File: config.mk
export PLATFORM = sky130hd
export DESIGN_NAME = port_arbiter
export DESIGN_NICKNAME = d
export VERILOG_FILES = /design/src/hdl/mem_bus_pkg.sv /design/src/hdl/core_port_pkg.sv /design/src/hdl/port_arbiter.sv
export SDC_FILE = /design/constraint.sdc
export NUM_CORES = 1
export LEC_CHECK = 0
export BUFFER_PORTS_ARGS = -buffer_cell sky130_fd_sc_hd__clkbuf_2
export CORE_AREA = 2 2 108 110
export DETAILED_ROUTE_END_ITERATION = 12
export DIE_AREA = 0 0 110 112
export PLACE_DENSITY = 0.61
export SYNTH_ARGS = -nofsm -noshare
export SYNTH_HDL_FRONTEND = slang
export SYNTH_SLANG_ARGS = --single-unit
File: constraint.sdc
create_clock -name clk -period 3.1 [get_ports clk]
set_input_delay 0.155 -clock clk [delete_from_list [all_inputs] [get_ports clk]]
set_output_delay 0.155 -clock clk [all_outputs]
set_load 0.01 [all_outputs]
File: src/hdl/mem_bus_pkg.sv
package mem_bus_pkg;

    // bus geometry
    localparam int ADDR_W     = 32;
    localparam int WORD_W     = 32;
    localparam int BYTE_LANES = WORD_W / 8;
    localparam int ADDR_LSB   = $clog2(BYTE_LANES);  // byte offset bits inside a word

    typedef logic [ADDR_W-1:0]     addr_t;    // byte address, low bits ignored
    typedef logic [WORD_W-1:0]     word_t;
    typedef logic [BYTE_LANES-1:0] strobe_t;  // one enable per byte lane

    // which requester a read belongs to
    typedef enum logic {
        TAG_FETCH = 1'b0,
        TAG_DATA  = 1'b1
    } port_tag_t;

    // request as presented to the RAM
    typedef struct packed {
        logic    write;
        addr_t   addr;
        word_t   wdata;
        strobe_t strobe;
    } bus_req_t;

    // read data; valid travels beside it
    typedef struct packed {
        word_t rdata;
    } bus_rsp_t;

endpackage
File: src/hdl/core_port_pkg.sv
package core_port_pkg;

    // instruction fetch, always a word read
    typedef struct packed {
        mem_bus_pkg::addr_t addr;
    } fetch_req_t;

    // load/store from the core
    typedef struct packed {
        logic                 write;   // 1 = store, 0 = load
        mem_bus_pkg::addr_t   addr;
        mem_bus_pkg::word_t   wdata;
        mem_bus_pkg::strobe_t strobe;  // byte lanes written on a store
    } data_req_t;

endpackage

File: src/hdl/port_arbiter.sv
`timescale 1ns/1ns

module port_arbiter #(
    parameter int READ_LATENCY = 2
) (
    input  logic                    clk,
    input  logic                    reset,

    input  logic                    fetch_held_valid,
    input  core_port_pkg::fetch_req_t fetch_held,
    output logic                    fetch_grant,

    input  logic                    data_held_valid,
    input  core_port_pkg::data_req_t  data_held,
    output logic                    data_grant,

    output logic                    ram_valid,
    output mem_bus_pkg::bus_req_t   ram_req,

    input  logic                    rsp_valid,
    input  mem_bus_pkg::bus_rsp_t   rsp,

    output logic                    fetch_rsp_valid,
    output mem_bus_pkg::word_t      fetch_rdata,
    output logic                    data_rsp_valid,
    output mem_bus_pkg::word_t      data_rdata
);

    import mem_bus_pkg::*;

    port_tag_t last_grant;
    port_tag_t ram_tag;                      // owner of the request now on the bus
    bus_req_t  fetch_as_bus;
    bus_req_t  data_as_bus;
    logic      tag_valid [READ_LATENCY];
    port_tag_t tag_pipe  [READ_LATENCY];
    logic      tag_out_valid;
    port_tag_t tag_out;

    // fetch is always a plain word read
    assign fetch_as_bus.write  = 1'b0;
    assign fetch_as_bus.addr   = fetch_held.addr;
    assign fetch_as_bus.wdata  = '0;
    assign fetch_as_bus.strobe = '0;

    assign data_as_bus.write  = data_held.write;
    assign data_as_bus.addr   = data_held.addr;
    assign data_as_bus.wdata  = data_held.wdata;
    assign data_as_bus.strobe = data_held.strobe;

    // on a tie the port that lost last time goes first
    assign fetch_grant = fetch_held_valid && (!data_held_valid || last_grant == TAG_DATA);
    assign data_grant  = data_held_valid && (!fetch_held_valid || last_grant == TAG_FETCH);

    always_ff @(posedge clk) begin
        if (reset) begin
            last_grant <= TAG_DATA;  // fetch wins the first tie
            ram_valid  <= 1'b0;
        end else begin
            ram_valid <= fetch_grant || data_grant;
            if (fetch_grant) begin
                last_grant <= TAG_FETCH;
            end else if (data_grant) begin
                last_grant <= TAG_DATA;
            end
        end
    end

    always_ff @(posedge clk) begin
        if (fetch_grant) begin
            ram_req <= fetch_as_bus;
            ram_tag <= TAG_FETCH;
        end else if (data_grant) begin
            ram_req <= data_as_bus;
            ram_tag <= TAG_DATA;
        end
    end

    // tag shift pipeline, same depth as the RAM read path
    always_ff @(posedge clk) begin
        if (reset) begin
            for (int i = 0; i < READ_LATENCY; i++) begin
                tag_valid[i] <= 1'b0;
            end
        end else begin
            tag_valid[0] <= ram_valid && !ram_req.write;  // writes get no response
            for (int i = 1; i < READ_LATENCY; i++) begin
                tag_valid[i] <= tag_valid[i-1];
            end
        end
    end

    always_ff @(posedge clk) begin
        tag_pipe[0] <= ram_tag;
        for (int i = 1; i < READ_LATENCY; i++) begin
            tag_pipe[i] <= tag_pipe[i-1];
        end
    end

    assign tag_out_valid = tag_valid[READ_LATENCY-1];
    assign tag_out       = tag_pipe[READ_LATENCY-1];

    // steer read data back, no extra cycle
    assign fetch_rsp_valid = rsp_valid && tag_out_valid && tag_out == TAG_FETCH;
    assign data_rsp_valid  = rsp_valid && tag_out_valid && tag_out == TAG_DATA;
    assign fetch_rdata     = rsp.rdata;
    assign data_rdata      = rsp.rdata;

    a_one_grant : assert property (
        @(posedge clk) disable iff (reset)
        !(fetch_grant && data_grant)
    );

    // RAM latency and tag depth must agree, or data goes to the wrong port
    a_rsp_has_tag : assert property (
        @(posedge clk) disable iff (reset)
        rsp_valid == tag_out_valid
    );

endmodule

==> implementation parameters, run 1 <==
Parameter                              Value

Clocking
  CTS tree ... done
  Number of buffers inserted during clock tree synthesis ... 9
  Post-CTS Setup Inserts ... 0
  Clk_lat worst skew ... ~330 ps
  Post-CTS clock slew at the launch and capture registers of the worst setup and hold paths ... 60 ps
  Sink Count ... 76
  CTS H-tree lvls ... 3
  Clock tree buffer depth ... 2
  Quantity of hold-fixing buffers added after cts ... 0
  Clock root cell ... sky130_fd_sc_hd__clkbuf_16
  PostCTS Resize Cnt ... 0

Floorplanning
  Count of boundary I/O pins ... roughly 280
  Die span in y ... 112 um
  CORE AREA ... around 11000 um^2
  Horizontal die dimension ... 110 um
  Initial Util ... 28.3%
  Number of core rows ... 39
  Die Area ... ~12000 um^2

Critical path
  Slowest stage cell, crit path ... sky130_fd_sc_hd__a21boi_4
  Highest fanout seen on the critical path ... 28
  Cells along the critical path ... a21boi_4, buf_4, clkbuf_2
  Crit path required time ... 2940 ps
  Kind of critical path ... reg -> out
  Type of origin of the critical path ... flip-flop
  Setup crit end kind ... primary output
  Arrival time at the worst endpoint ... 1890 ps
  Maximum cell stage delay along the critical path ... approximately 600 ps

Finish
  Area overhead of the layout relative to synthesis ... 25.8%
  Most common cell after layout, fill and taps aside ... sky130_fd_sc_hd__clkbuf_2
  Non-filler cells, final ... slightly above 500
  Ratio of cells with drive above 1 in the final layout ... a little under three fifths
  Commonest cells after routing, fill and taps aside ... 179 x sky130_fd_sc_hd__clkbuf_2, 44 x sky130_fd_sc_hd__dfxtp_1, 37 x sky130_fd_sc_hd__a22o_1
  Design Area, Final ... between 3000 and 4000 um^2
  Final antenna diode count ... 0
  Final net count ... slightly below 500

Power and ir drop
  Maximum vdd ir drop ... about 250 uV
  Total power divided by cell area ... a little over 600 nW/um^2
  Leakage component of the power ... ~1.9 nW
  Total power consumption of the routed design ... ~2.4 mW

Route
  Overall via count from detail_route ... ~2300
  Final WL ... approximately 8100 um
  Antenna-violating nets left ... 0
  DRC violations left ... 0
  Via density per instance ... 4.58
  Wirelength per Cell ... 16.1 um
  Initial DRC count ... 98
  Count of TritonRoute iterations in the first routing pass ... 4

Synthesis
  Number of different library cells in the post-synthesis netlist ... 20
  Cell count after synthesis ... 244
  Netlist area before placement ... around 3200 um^2
  Post-synthesis sequential area ratio ... between 50% and 60%
  Post-synthesis area per instance ... 13.0 um^2
  Warnings, synthesis ... 0
  Synth Register Bits ... between 70 and 80
  Syn nets ... 382

GRT
  Number of global-route vias before repair ... roughly 2300
  Total global-route track usage ... between 10% and 20%
  Top Usage Layer GRT ... met2
  Met2 Usage GRT ... around a quarter
  GRT overflow ... 0
  Largest net degree at the start of global routing ... 40
  Wire length of the first global-routing pass ... roughly 12000 um
  M3 GR Usage ... roughly 6.0%
  Global Route met1 Usage ... between 10% and 20%
  Number of antenna violations at the first check in global routing ... 0

STA
  RSZ-0062 raised after global routing ... false
  Part of the cycle the worst path needs ... 66.0%
  Final hold violation count ... 0
  Final critical-path required period ... 2040 ps
  Slew of the pin with the lowest slew margin ... 726 ps
  Max transition margin ... between 50% and 60%
  Final Skew ... between 5 and 6 ps
  Final setup viols ... 0
  Setup Total Neg Slack ... 0 ps
  Final worst slack ... 1060 ps
  Total count of max-transition violations in the final report ... 0
  Achievable frequency ... roughly 500 MHz

Placed design
  Post-detailed-placement cell area ... ~3700 um^2
  Cell Count Post-Placement ... between 400 and 500
  Post-place setup slack ... 1310 ps
  Buffers on Ports ... about 180
  Final estimated routing congestion in global placement ... 0.748
  Hpwl dp ... 6140 um

Status
  Outcome ... completed

Min path
  Hold WC Path Type ... in -> reg

Job
  Max capacitance violation total ... 0
==> stage by stage <==
stage / util, % / hold slack, ps
final: 35.6 / 25.1
after global routing: 35.6 / 12.8
after CTS: 35.6 / 13.4
after detailed placement: 33.2 / 310
after global placement: 33.2 / 310
after floorplan: - / 227
==> where the power goes <==
group	leakage, nW	total, mW	internal (mW)	switching, mW
logic	1.06	0.318	0.159	0.160
registers	0.705	1.17	1.14	0.0340
clock network	0.137	0.956	0.544	0.411
==> registers in the layout (all words and copies together), names as in the netlist <==
signal,cells
last_grant,1
tag_valid,2
ram_tag,1
ram_req,69
ram_valid,1
tag_pipe,2
==> metal layers <==
layer / wire (um) / share of wire, %
met5: 0 / 0
met2: 4340 / 54
met1: 2680 / 33
met4: 107 / 1.3
met3: 979 / 12
==> path summary, 6_finish.rpt <==
path             startpoint              to  slack [ps]  depth (start not counted)
max              last_grant      data_grant        1060                          3
min            data_held[4]      ram_req[4]          30                          2
max reg2reg      last_grant     ram_req[61]        1460                          3
min reg2reg  tag_pipe[0][0]  tag_pipe[0][1]         330                          0
==> cell families after synthesis <==
family,count (synthesis),share of synthesized area [%]
buffers and inverters,85,18.5
DFF,76,58.2
AOI/OAI and AO/OA,72,21.4
and+or+nand+nor,11,1.90
==> worst max-delay path: cells and delay by family (launching register included) <==
kind	cells	cell delay, ps
buf+inv	2	600
compound gates	1	600
flops	1	340
==> synthesized netlist by cell type, drive strengths merged <==
cell type   n  area, um^2
nor3b       1        7.51
clkbuf      4        15.0
nor2        3        13.8
dfxtp      44         881
inv         2        7.51
nor2b       1        6.26
a22o       37         324
a32o       32         320
a21o        2        15.0
and3        1        6.26
edfxtp     32         961
buf        79         562
nand2       2        7.51
a21boi      1        18.8
and2        1        6.26
or2         1        6.26
nand2b      1        6.26
==> layout make-up <==
cell class                 instances  area, um^2
clock inverter                     7        47.5
timing repair buffer             185         941
inverter                           2        7.51
multi-input combinational         83         738
sequential                        76        1840
fill                            1104        7190
tap                              143         179
clock buffer                       9         225
(Power assumes the default switching activity.)
==> inputs of run 2 (changes only) <==
- ABC_AREA: unset -> 1
- PLACE_DENSITY: 0.61 -> 0.67
- clock period: 3.1 -> 1.95 ns (I/O delays scaled with it)
==> implementation parameters, run 2 <==
Parameter                              Value

GRT
  Number of global-route vias before repair ... 3029 (was 2316)
  Number of antenna violations at the first check in global routing ... 1 (was 0)
  Largest net degree at the start of global routing ... 52 (was 40)
  Total global-route track usage ... 16.5% (was 12.8%)
  Wire length of the first global-routing pass ... 15300 um (was 11600 um)
  GRT overflow ... 0 (unchanged)

Power and ir drop
  Portion of total power attributed to the clock network ... 35.9% (was 39.1%)
  Leakage component of the power ... 2.56 nW (was 1.90 nW)
  P_int ... 2.97 mW (was 1.84 mW)
  Combinational fraction of design power ... 17.0% (was 13.0%)
  Relative contribution of sequential cells to total power ... 47.1% (was 47.9%)
  Maximum vdd ir drop ... 399 uV (was 247 uV)
  Total power divided by cell area ... 838 nW/um^2 (was 614 nW/um^2)
  Switching portion of total power ... 25.7% (was 24.7%)
  Psw ... 1.03 mW (was 605 uW)

Finish
  Regs by FF count ... ram_req: 69 flops, tag_pipe: 2 flops, tag_valid: 2 flops (unchanged)
  Final net count ... 741 (was 495)
  Flip-flop count of the largest register, all copies and words added ... 69 (unchanged)
  Largest register by flop count ... ram_req (unchanged)
  Commonest cells after routing, fill and taps aside ... 179 x sky130_fd_sc_hd__clkbuf_2, 113 x sky130_fd_sc_hd__nand2_1, 103 x sky130_fd_sc_hd__nand3_1 (was 179 x sky130_fd_sc_hd__clkbuf_2, 44 x sky130_fd_sc_hd__dfxtp_1, 37 x sky130_fd_sc_hd__a22o_1)
  Ratio of cells with drive above 1 in the final layout ... 33.7% (was 56.4%)
  Area overhead of the layout relative to synthesis ... 26.6% (was 25.8%)
  Final antenna diode count ... 0 (unchanged)
  Non-filler cells, final ... 751 (was 505)
  Most common cell after layout, fill and taps aside ... sky130_fd_sc_hd__clkbuf_2 (unchanged)

STA
  Achievable frequency ... about 680 MHz
  Final Skew ... 3.64 ps (was 5.09 ps)
  Setup Total Neg Slack ... 0 ps (unchanged)
  Slew of the pin with the lowest slew margin ... 507 ps (was 726 ps)
  Final hold violation count ... 0 (unchanged)
  Final critical-path required period ... between 1000 and 1500 ps
  RSZ-0062 raised after global routing ... false (unchanged)
  Total count of max-transition violations in the final report ... 0 (unchanged)
  Final setup viols ... 0 (unchanged)
  Part of the cycle the worst path needs ... between 70% and 80%
  Max transition margin ... 66.2% (was 51.5%)

Route
  Count of TritonRoute iterations in the first routing pass ... 4 (unchanged)
  Overall via count from detail_route ... 3332 (was 2315)
  Antenna-violating nets left ... 0 (unchanged)
  Via density per instance ... 4.44 (was 4.58)
  Wirelength per Cell ... 14.2 um (was 16.1 um)
  DRC violations left ... 0 (unchanged)
  Initial DRC count ... 139 (was 98)
  Final WL ... 10600 um (was 8110 um)

Synthesis
  Synth async-reset ratio ... 0% (unchanged)
  Syn nets ... 613 (was 382)
  Cell accounting for the most synthesized area ... sky130_fd_sc_hd__edfxtp_1 (unchanged)
  Number of different library cells in the post-synthesis netlist ... 13 (was 20)
  Proportion of netlist area held by the largest area contributor ... 25.5% (was 30.4%)
  Most area-consuming cells after synthesis ... sky130_fd_sc_hd__edfxtp_1 25%, sky130_fd_sc_hd__dfxtp_1 23%, sky130_fd_sc_hd__buf_4 14% (was sky130_fd_sc_hd__edfxtp_1 30%, sky130_fd_sc_hd__dfxtp_1 28%, sky130_fd_sc_hd__buf_4 16%)
  Synth Register Bits ... 76 (unchanged)
  Netlist area before placement ... 3770 um^2 (was 3160 um^2)
  Most frequent cell after synthesis ... sky130_fd_sc_hd__nand2_1 (was sky130_fd_sc_hd__buf_4)
  Post-synthesis area per instance ... 7.94 um^2 (was 13.0 um^2)
  Cell count after synthesis ... 475 (was 244)
  Post-synthesis sequential area ratio ... 48.8% (was 58.2%)
  Count of flip-flops with a built-in enable after synthesis ... 32 (unchanged)
  Warnings, synthesis ... 0 (unchanged)
  Most used flip-flop cell after synthesis ... sky130_fd_sc_hd__dfxtp_1 (unchanged)
  Most numerous cell types in the synthesized netlist ... 113 x sky130_fd_sc_hd__nand2_1, 103 x sky130_fd_sc_hd__nand3_1, 72 x sky130_fd_sc_hd__buf_4 (was 67 x sky130_fd_sc_hd__buf_4, 44 x sky130_fd_sc_hd__dfxtp_1, 37 x sky130_fd_sc_hd__a22o_1)

Floorplanning
  Number of core rows ... 39 (unchanged)
  Die Area ... 12300 um^2 (unchanged)
  CORE AREA ... 11200 um^2 (unchanged)
  Horizontal die dimension ... 110 um (unchanged)
  Die span in y ... 112 um (unchanged)
  Initial Util ... 33.7% (was 28.3%)
  Count of boundary I/O pins ... 276 (unchanged)

Critical path
  Crit path required time ... 1850 ps (was 2940 ps)
  Kind of critical path ... reg -> out (unchanged)
  Highest fanout seen on the critical path ... 36 (was 28)
  Setup crit end kind ... primary output (unchanged)
  Type of origin of the critical path ... flip-flop (unchanged)
  Arrival time at the worst endpoint ... 1370 ps (was 1890 ps)

Clocking
  CTS tree ... done (unchanged)
  PostCTS Resize Cnt ... 0 (unchanged)
  Clock root cell ... sky130_fd_sc_hd__clkbuf_16 (unchanged)
  CTS H-tree lvls ... 3 (unchanged)
  Post-CTS clock slew at the launch and capture registers of the worst setup and hold paths ... 50 ps (was 60 ps)
  Number of buffers inserted during clock tree synthesis ... 9 (unchanged)
  Clock tree buffer depth ... 2 (unchanged)
  Sink Count ... 76 (unchanged)
  Post-CTS Setup Inserts ... 0 (unchanged)
  Clk_lat worst skew ... 320 ps (was 330 ps)

Job
  Max capacitance violation total ... 0 (unchanged)

Placed design
  Cell Count Post-Placement ... 712 (was 489)
  Buffers on Ports ... 179 (unchanged)
  Hpwl dp ... 8200 um (was 6140 um)
  Final estimated routing congestion in global placement ... 0.765 (was 0.748)

Status
  Outcome ... completed (unchanged)

Min path
  Hold WC Path Type ... in -> reg (unchanged)
## run 2: timing repair
item,in CTS,in global routing
hold buffers,23,0
endpoints found under the setup margin,0,0
endpoints found under the hold margin,24,0
## run 2: per-layer routing
metal	GRT usage [%]	vias up	wire length (um)
li1	-	1691	-
met1	15.4	1432	3710
met2	31.5	190	5670
met3	5.68	17	1050
met4	7.00	2	176
met5	0	-	13
## run 2: cell families after synthesis
logic type | after synthesis | share of synthesized area, %
flip-flops | 76 | 48.8
buffers and inverters | 139 | 21.6
AO/OA/AOI/OAI | 1 | 0.133
AND/OR/NAND/NOR | 259 | 29.5
## run 2: layout make-up
| class | count | area, um^2 |
|---|---|---|
| multi-input combinational | 260 | 1120 |
| tap | 143 | 179 |
| timing repair buffer | 211 | 1210 |
| fill | 1137 | 6400 |
| clock buffer | 11 | 233 |
| sequential | 76 | 1840 |
| inverter | 45 | 169 |
| clock inverter | 5 | 28.8 |
## run 2: critical path: stages (launching register included)
cell and delay (ps):
sky130_fd_sc_hd__dfxtp_1 350, sky130_fd_sc_hd__nand2_4 90, sky130_fd_sc_hd__buf_4 330, sky130_fd_sc_hd__o21ai_1 120
sky130_fd_sc_hd__clkbuf_2 160
## run 2: path summary, 6_finish.rpt
path              cells after the start              to           start  slack [ps]
hold reg to reg                       0  tag_pipe[0][1]  tag_pipe[0][0]         330
setup reg to reg                      3     ram_req[63]      last_grant         680
hold / removal                        3      ram_req[4]    data_held[4]           3
setup / recovery                      4     fetch_grant      last_grant         480
## run 2: metrics by stage
step	setup slack, ps	hold WS (ps)	utilization, %	power (mW)	area [um^2]
5_1_grt	370	16.5	42.7	4.21	4770
3_5_place_dp	674	195	38.3	2.57	4280
3_3_place_gp	690	195	38.3	2.56	4280
4_1_cts	430	0.809	42.7	4.07	4770
2_1_floorplan	196	169	-	2.39	3770
6_report	484	3.38	42.7	4.00	4770
## run 2: power groups by stage
stage / sequential (mW) / clock, mW / combinational [mW]
after floorplan: 1.99 / 0 / 0.406
after global placement: 1.92 / 0 / 0.640
after detailed placement: 1.92 / 0 / 0.652
after CTS: 1.89 / 1.49 / 0.691
after global routing: 1.90 / 1.55 / 0.763
final: 1.89 / 1.44 / 0.679
==> inputs of run 3 (changes only) <==
- ABC_AREA: 1 -> 0
- CORE_AREA: 2 2 108 110 -> 2 2 106 108
- DIE_AREA: 0 0 110 112 -> 0 0 108 110
- PLACE_DENSITY: 0.67 -> 0.66
- clock period: 1.95 -> 1.3 ns (I/O delays scaled with it)
==> implementation parameters, run 3 (synthesis gave the netlist of run 1 again) <==
Parameter                              Value

STA
  Final critical-path required period ... around 1300 ps
  Final hold violation count ... 0 (unchanged)
  Smallest hold slack ... 18.0 ps (was 3.38 ps)
  Max transition margin ... 80.5% (was 66.2%)
  Achievable frequency ... 789 MHz
  Slew of the pin with the lowest slew margin ... 292 ps (was 507 ps)
  Final Skew ... 11.9 ps (was 3.64 ps)
  Part of the cycle the worst path needs ... between 90% and 100%
  RSZ-0062 raised after global routing ... true (was false)
  Final setup viols ... 0 (unchanged)
  Total count of max-transition violations in the final report ... 0 (unchanged)

Power and ir drop
  Maximum vdd ir drop ... 460 uV (was 399 uV)
  Total power consumption of the routed design ... 5.46 mW (was 4.00 mW)
  Leakage component of the power ... 2.22 nW (was 2.56 nW)
  Total power divided by cell area ... 1160 nW/um^2 (was 838 nW/um^2)

Route
  DRC violations left ... 0 (unchanged)
  Antenna-violating nets left ... 0 (unchanged)
  Count of TritonRoute iterations in the first routing pass ... 4 (unchanged)
  Initial DRC count ... 99 (was 139)
  Wirelength per Cell ... 16.2 um (was 14.2 um)
  Via density per instance ... 4.56 (was 4.44)
  Final WL ... 9280 um (was 10600 um)
  Overall via count from detail_route ... 2617 (was 3332)

Finish
  Design Area, Final ... 4710 um^2 (was 4770 um^2)
  Commonest cells after routing, fill and taps aside ... 178 x sky130_fd_sc_hd__clkbuf_2, 62 x sky130_fd_sc_hd__dlygate4sd3_1, 43 x sky130_fd_sc_hd__dfxtp_1 (was 179 x sky130_fd_sc_hd__clkbuf_2, 113 x sky130_fd_sc_hd__nand2_1, 103 x sky130_fd_sc_hd__nand3_1)
  Final net count ... 567 (was 741)
  Flip-flop count of the largest register, all copies and words added ... 69 (unchanged)
  Regs by FF count ... ram_req: 69 flops, tag_pipe: 2 flops, tag_valid: 2 flops (unchanged)
  Most common cell after layout, fill and taps aside ... sky130_fd_sc_hd__clkbuf_2 (unchanged)
  Ratio of cells with drive above 1 in the final layout ... 50.2% (was 33.7%)
  Area overhead of the layout relative to synthesis ... 48.8% (was 26.6%)
  Final antenna diode count ... 0 (unchanged)
  Largest register by flop count ... ram_req (unchanged)

Floorplanning
  Horizontal die dimension ... 108 um (was 110 um)
  CORE AREA ... 10700 um^2 (was 11200 um^2)
  Die span in y ... 110 um (was 112 um)
  Initial Util ... 29.6% (was 33.7%)
  Number of core rows ... 38 (was 39)
  Die Area ... 11900 um^2 (was 12300 um^2)
  Count of boundary I/O pins ... 276 (unchanged)

Min path
  Hold WC Path Type ... in -> reg (unchanged)

Status
  Outcome ... completed (unchanged)

Critical path
  Cells along the critical path ... a21boi_4, buf_12, buf_12, buf_6 (was nand2_4, buf_4, o21ai_1, clkbuf_2)
  Maximum cell stage delay along the critical path ... 370 ps (was 350 ps)
  Highest fanout seen on the critical path ... 4 (was 36)
  Family of cells with the greatest summed delay on the critical path ... flip-flops (was buffers and inverters)
  Crit path required time ... 1240 ps (was 1850 ps)
  Setup crit end kind ... primary output (unchanged)
  Slowest stage cell, crit path ... sky130_fd_sc_hd__dfxtp_4 (was sky130_fd_sc_hd__dfxtp_1)
  Buffers and inverters on the worst path ... 3 (was 2)
  Type of origin of the critical path ... flip-flop (unchanged)
  Most frequent cell on the critical path ... sky130_fd_sc_hd__buf_12
  Kind of critical path ... reg -> out (unchanged)
  Arrival time at the worst endpoint ... 1200 ps (was 1370 ps)

Clocking
  CTS tree ... done (unchanged)
  Clock tree buffer depth ... 2 (unchanged)
  Number of buffers inserted during clock tree synthesis ... 9 (unchanged)
  Clk_lat worst skew ... 340 ps (was 320 ps)
  CTS H-tree lvls ... 3 (unchanged)
  Sink Count ... 76 (unchanged)
  Clock root cell ... sky130_fd_sc_hd__clkbuf_8 (was sky130_fd_sc_hd__clkbuf_16)
  Post-CTS clock slew at the launch and capture registers of the worst setup and hold paths ... 80 ps (was 50 ps)

GRT
  Largest net degree at the start of global routing ... 33 (was 52)
  Number of antenna violations at the first check in global routing ... 0 (was 1)
  GRT overflow ... 0 (unchanged)
  Number of global-route vias before repair ... 2520 (was 3029)
  Wire length of the first global-routing pass ... 13100 um (was 15300 um)
  Total global-route track usage ... 14.7% (was 16.5%)

Placed design
  Final estimated routing congestion in global placement ... 0.771 (was 0.765)
  Buffers on Ports ... 179 (unchanged)
  Post-detailed-placement cell area ... 3800 um^2 (was 4280 um^2)
  Hpwl dp ... 6500 um (was 8200 um)

Job
  Max capacitance violation total ... 0 (unchanged)
## run 3: changes by cell type in the layout (fill, tap and decap cells not counted), sizes merged, moves of 37 or more
cell / previous run / this run
nand2: 115 / 2
inv: 45 / 1
dlygate4sd3: 23 / 62
nand3: 103 / 0
nor2: 41 / 3
a22o: 0 / 37
## run 3: final timing paths
check	depth (start not counted)	to	from	slack (ps)
setup / recovery	4	data_grant	last_grant	30
hold / removal	2	ram_req[47]	data_held[47]	20
setup reg to reg	5	ram_req[33]	last_grant	50
hold reg to reg	0	tag_pipe[0][1]	tag_pipe[0][0]	350
## run 3: metal layers
metal | part of all wire, % | global-route usage, %
met5 | 0 | 0
met4 | 1.4 | 5.40
met3 | 11 | 5.70
met2 | 53 | 27.8
met1 | 35 | 14.5
## run 3: power breakdown
part	internal [mW]	switching (mW)
logic	0.568	0.438
registers	2.71	0.0831
clock network	0.809	0.851
## run 3: final cells by class
class | count | area [um^2]
Clock buffer | 11 | 153
Clock inverter | 5 | 35.0
Fill cell | 983 | 5990
Inverter | 2 | 11.3
Multi-Input combinational cell | 83 | 754
Sequential cell | 76 | 1850
Tap cell | 140 | 175
Timing Repair Buffer | 257 | 1730
## run 3: repair_timing
item,CTS,global route
cloned,2,0
resized for setup,4,4
endpoints found under the hold margin,66,0
endpoints found under the setup margin,2,19
pin swaps,2,1
hold buffers,62,0
buffers inserted,5,2
## run 3: stage by stage
| step | TNS, ps | util [%] | setup WS (ps) | instances |
|---|---|---|---|---|
| after floorplan | -2400 | - | -75.1 | 244 |
| after global placement | 0 | 35.6 | 62.8 | 490 |
| after detailed placement | 0 | 35.6 | 31.0 | 490 |
| after CTS | -278 | 44.1 | -27.4 | 573 |
| after global routing | -26.2 | 44.0 | -26.2 | 574 |
| final | 0 | 44.0 | 32.3 | 574 |
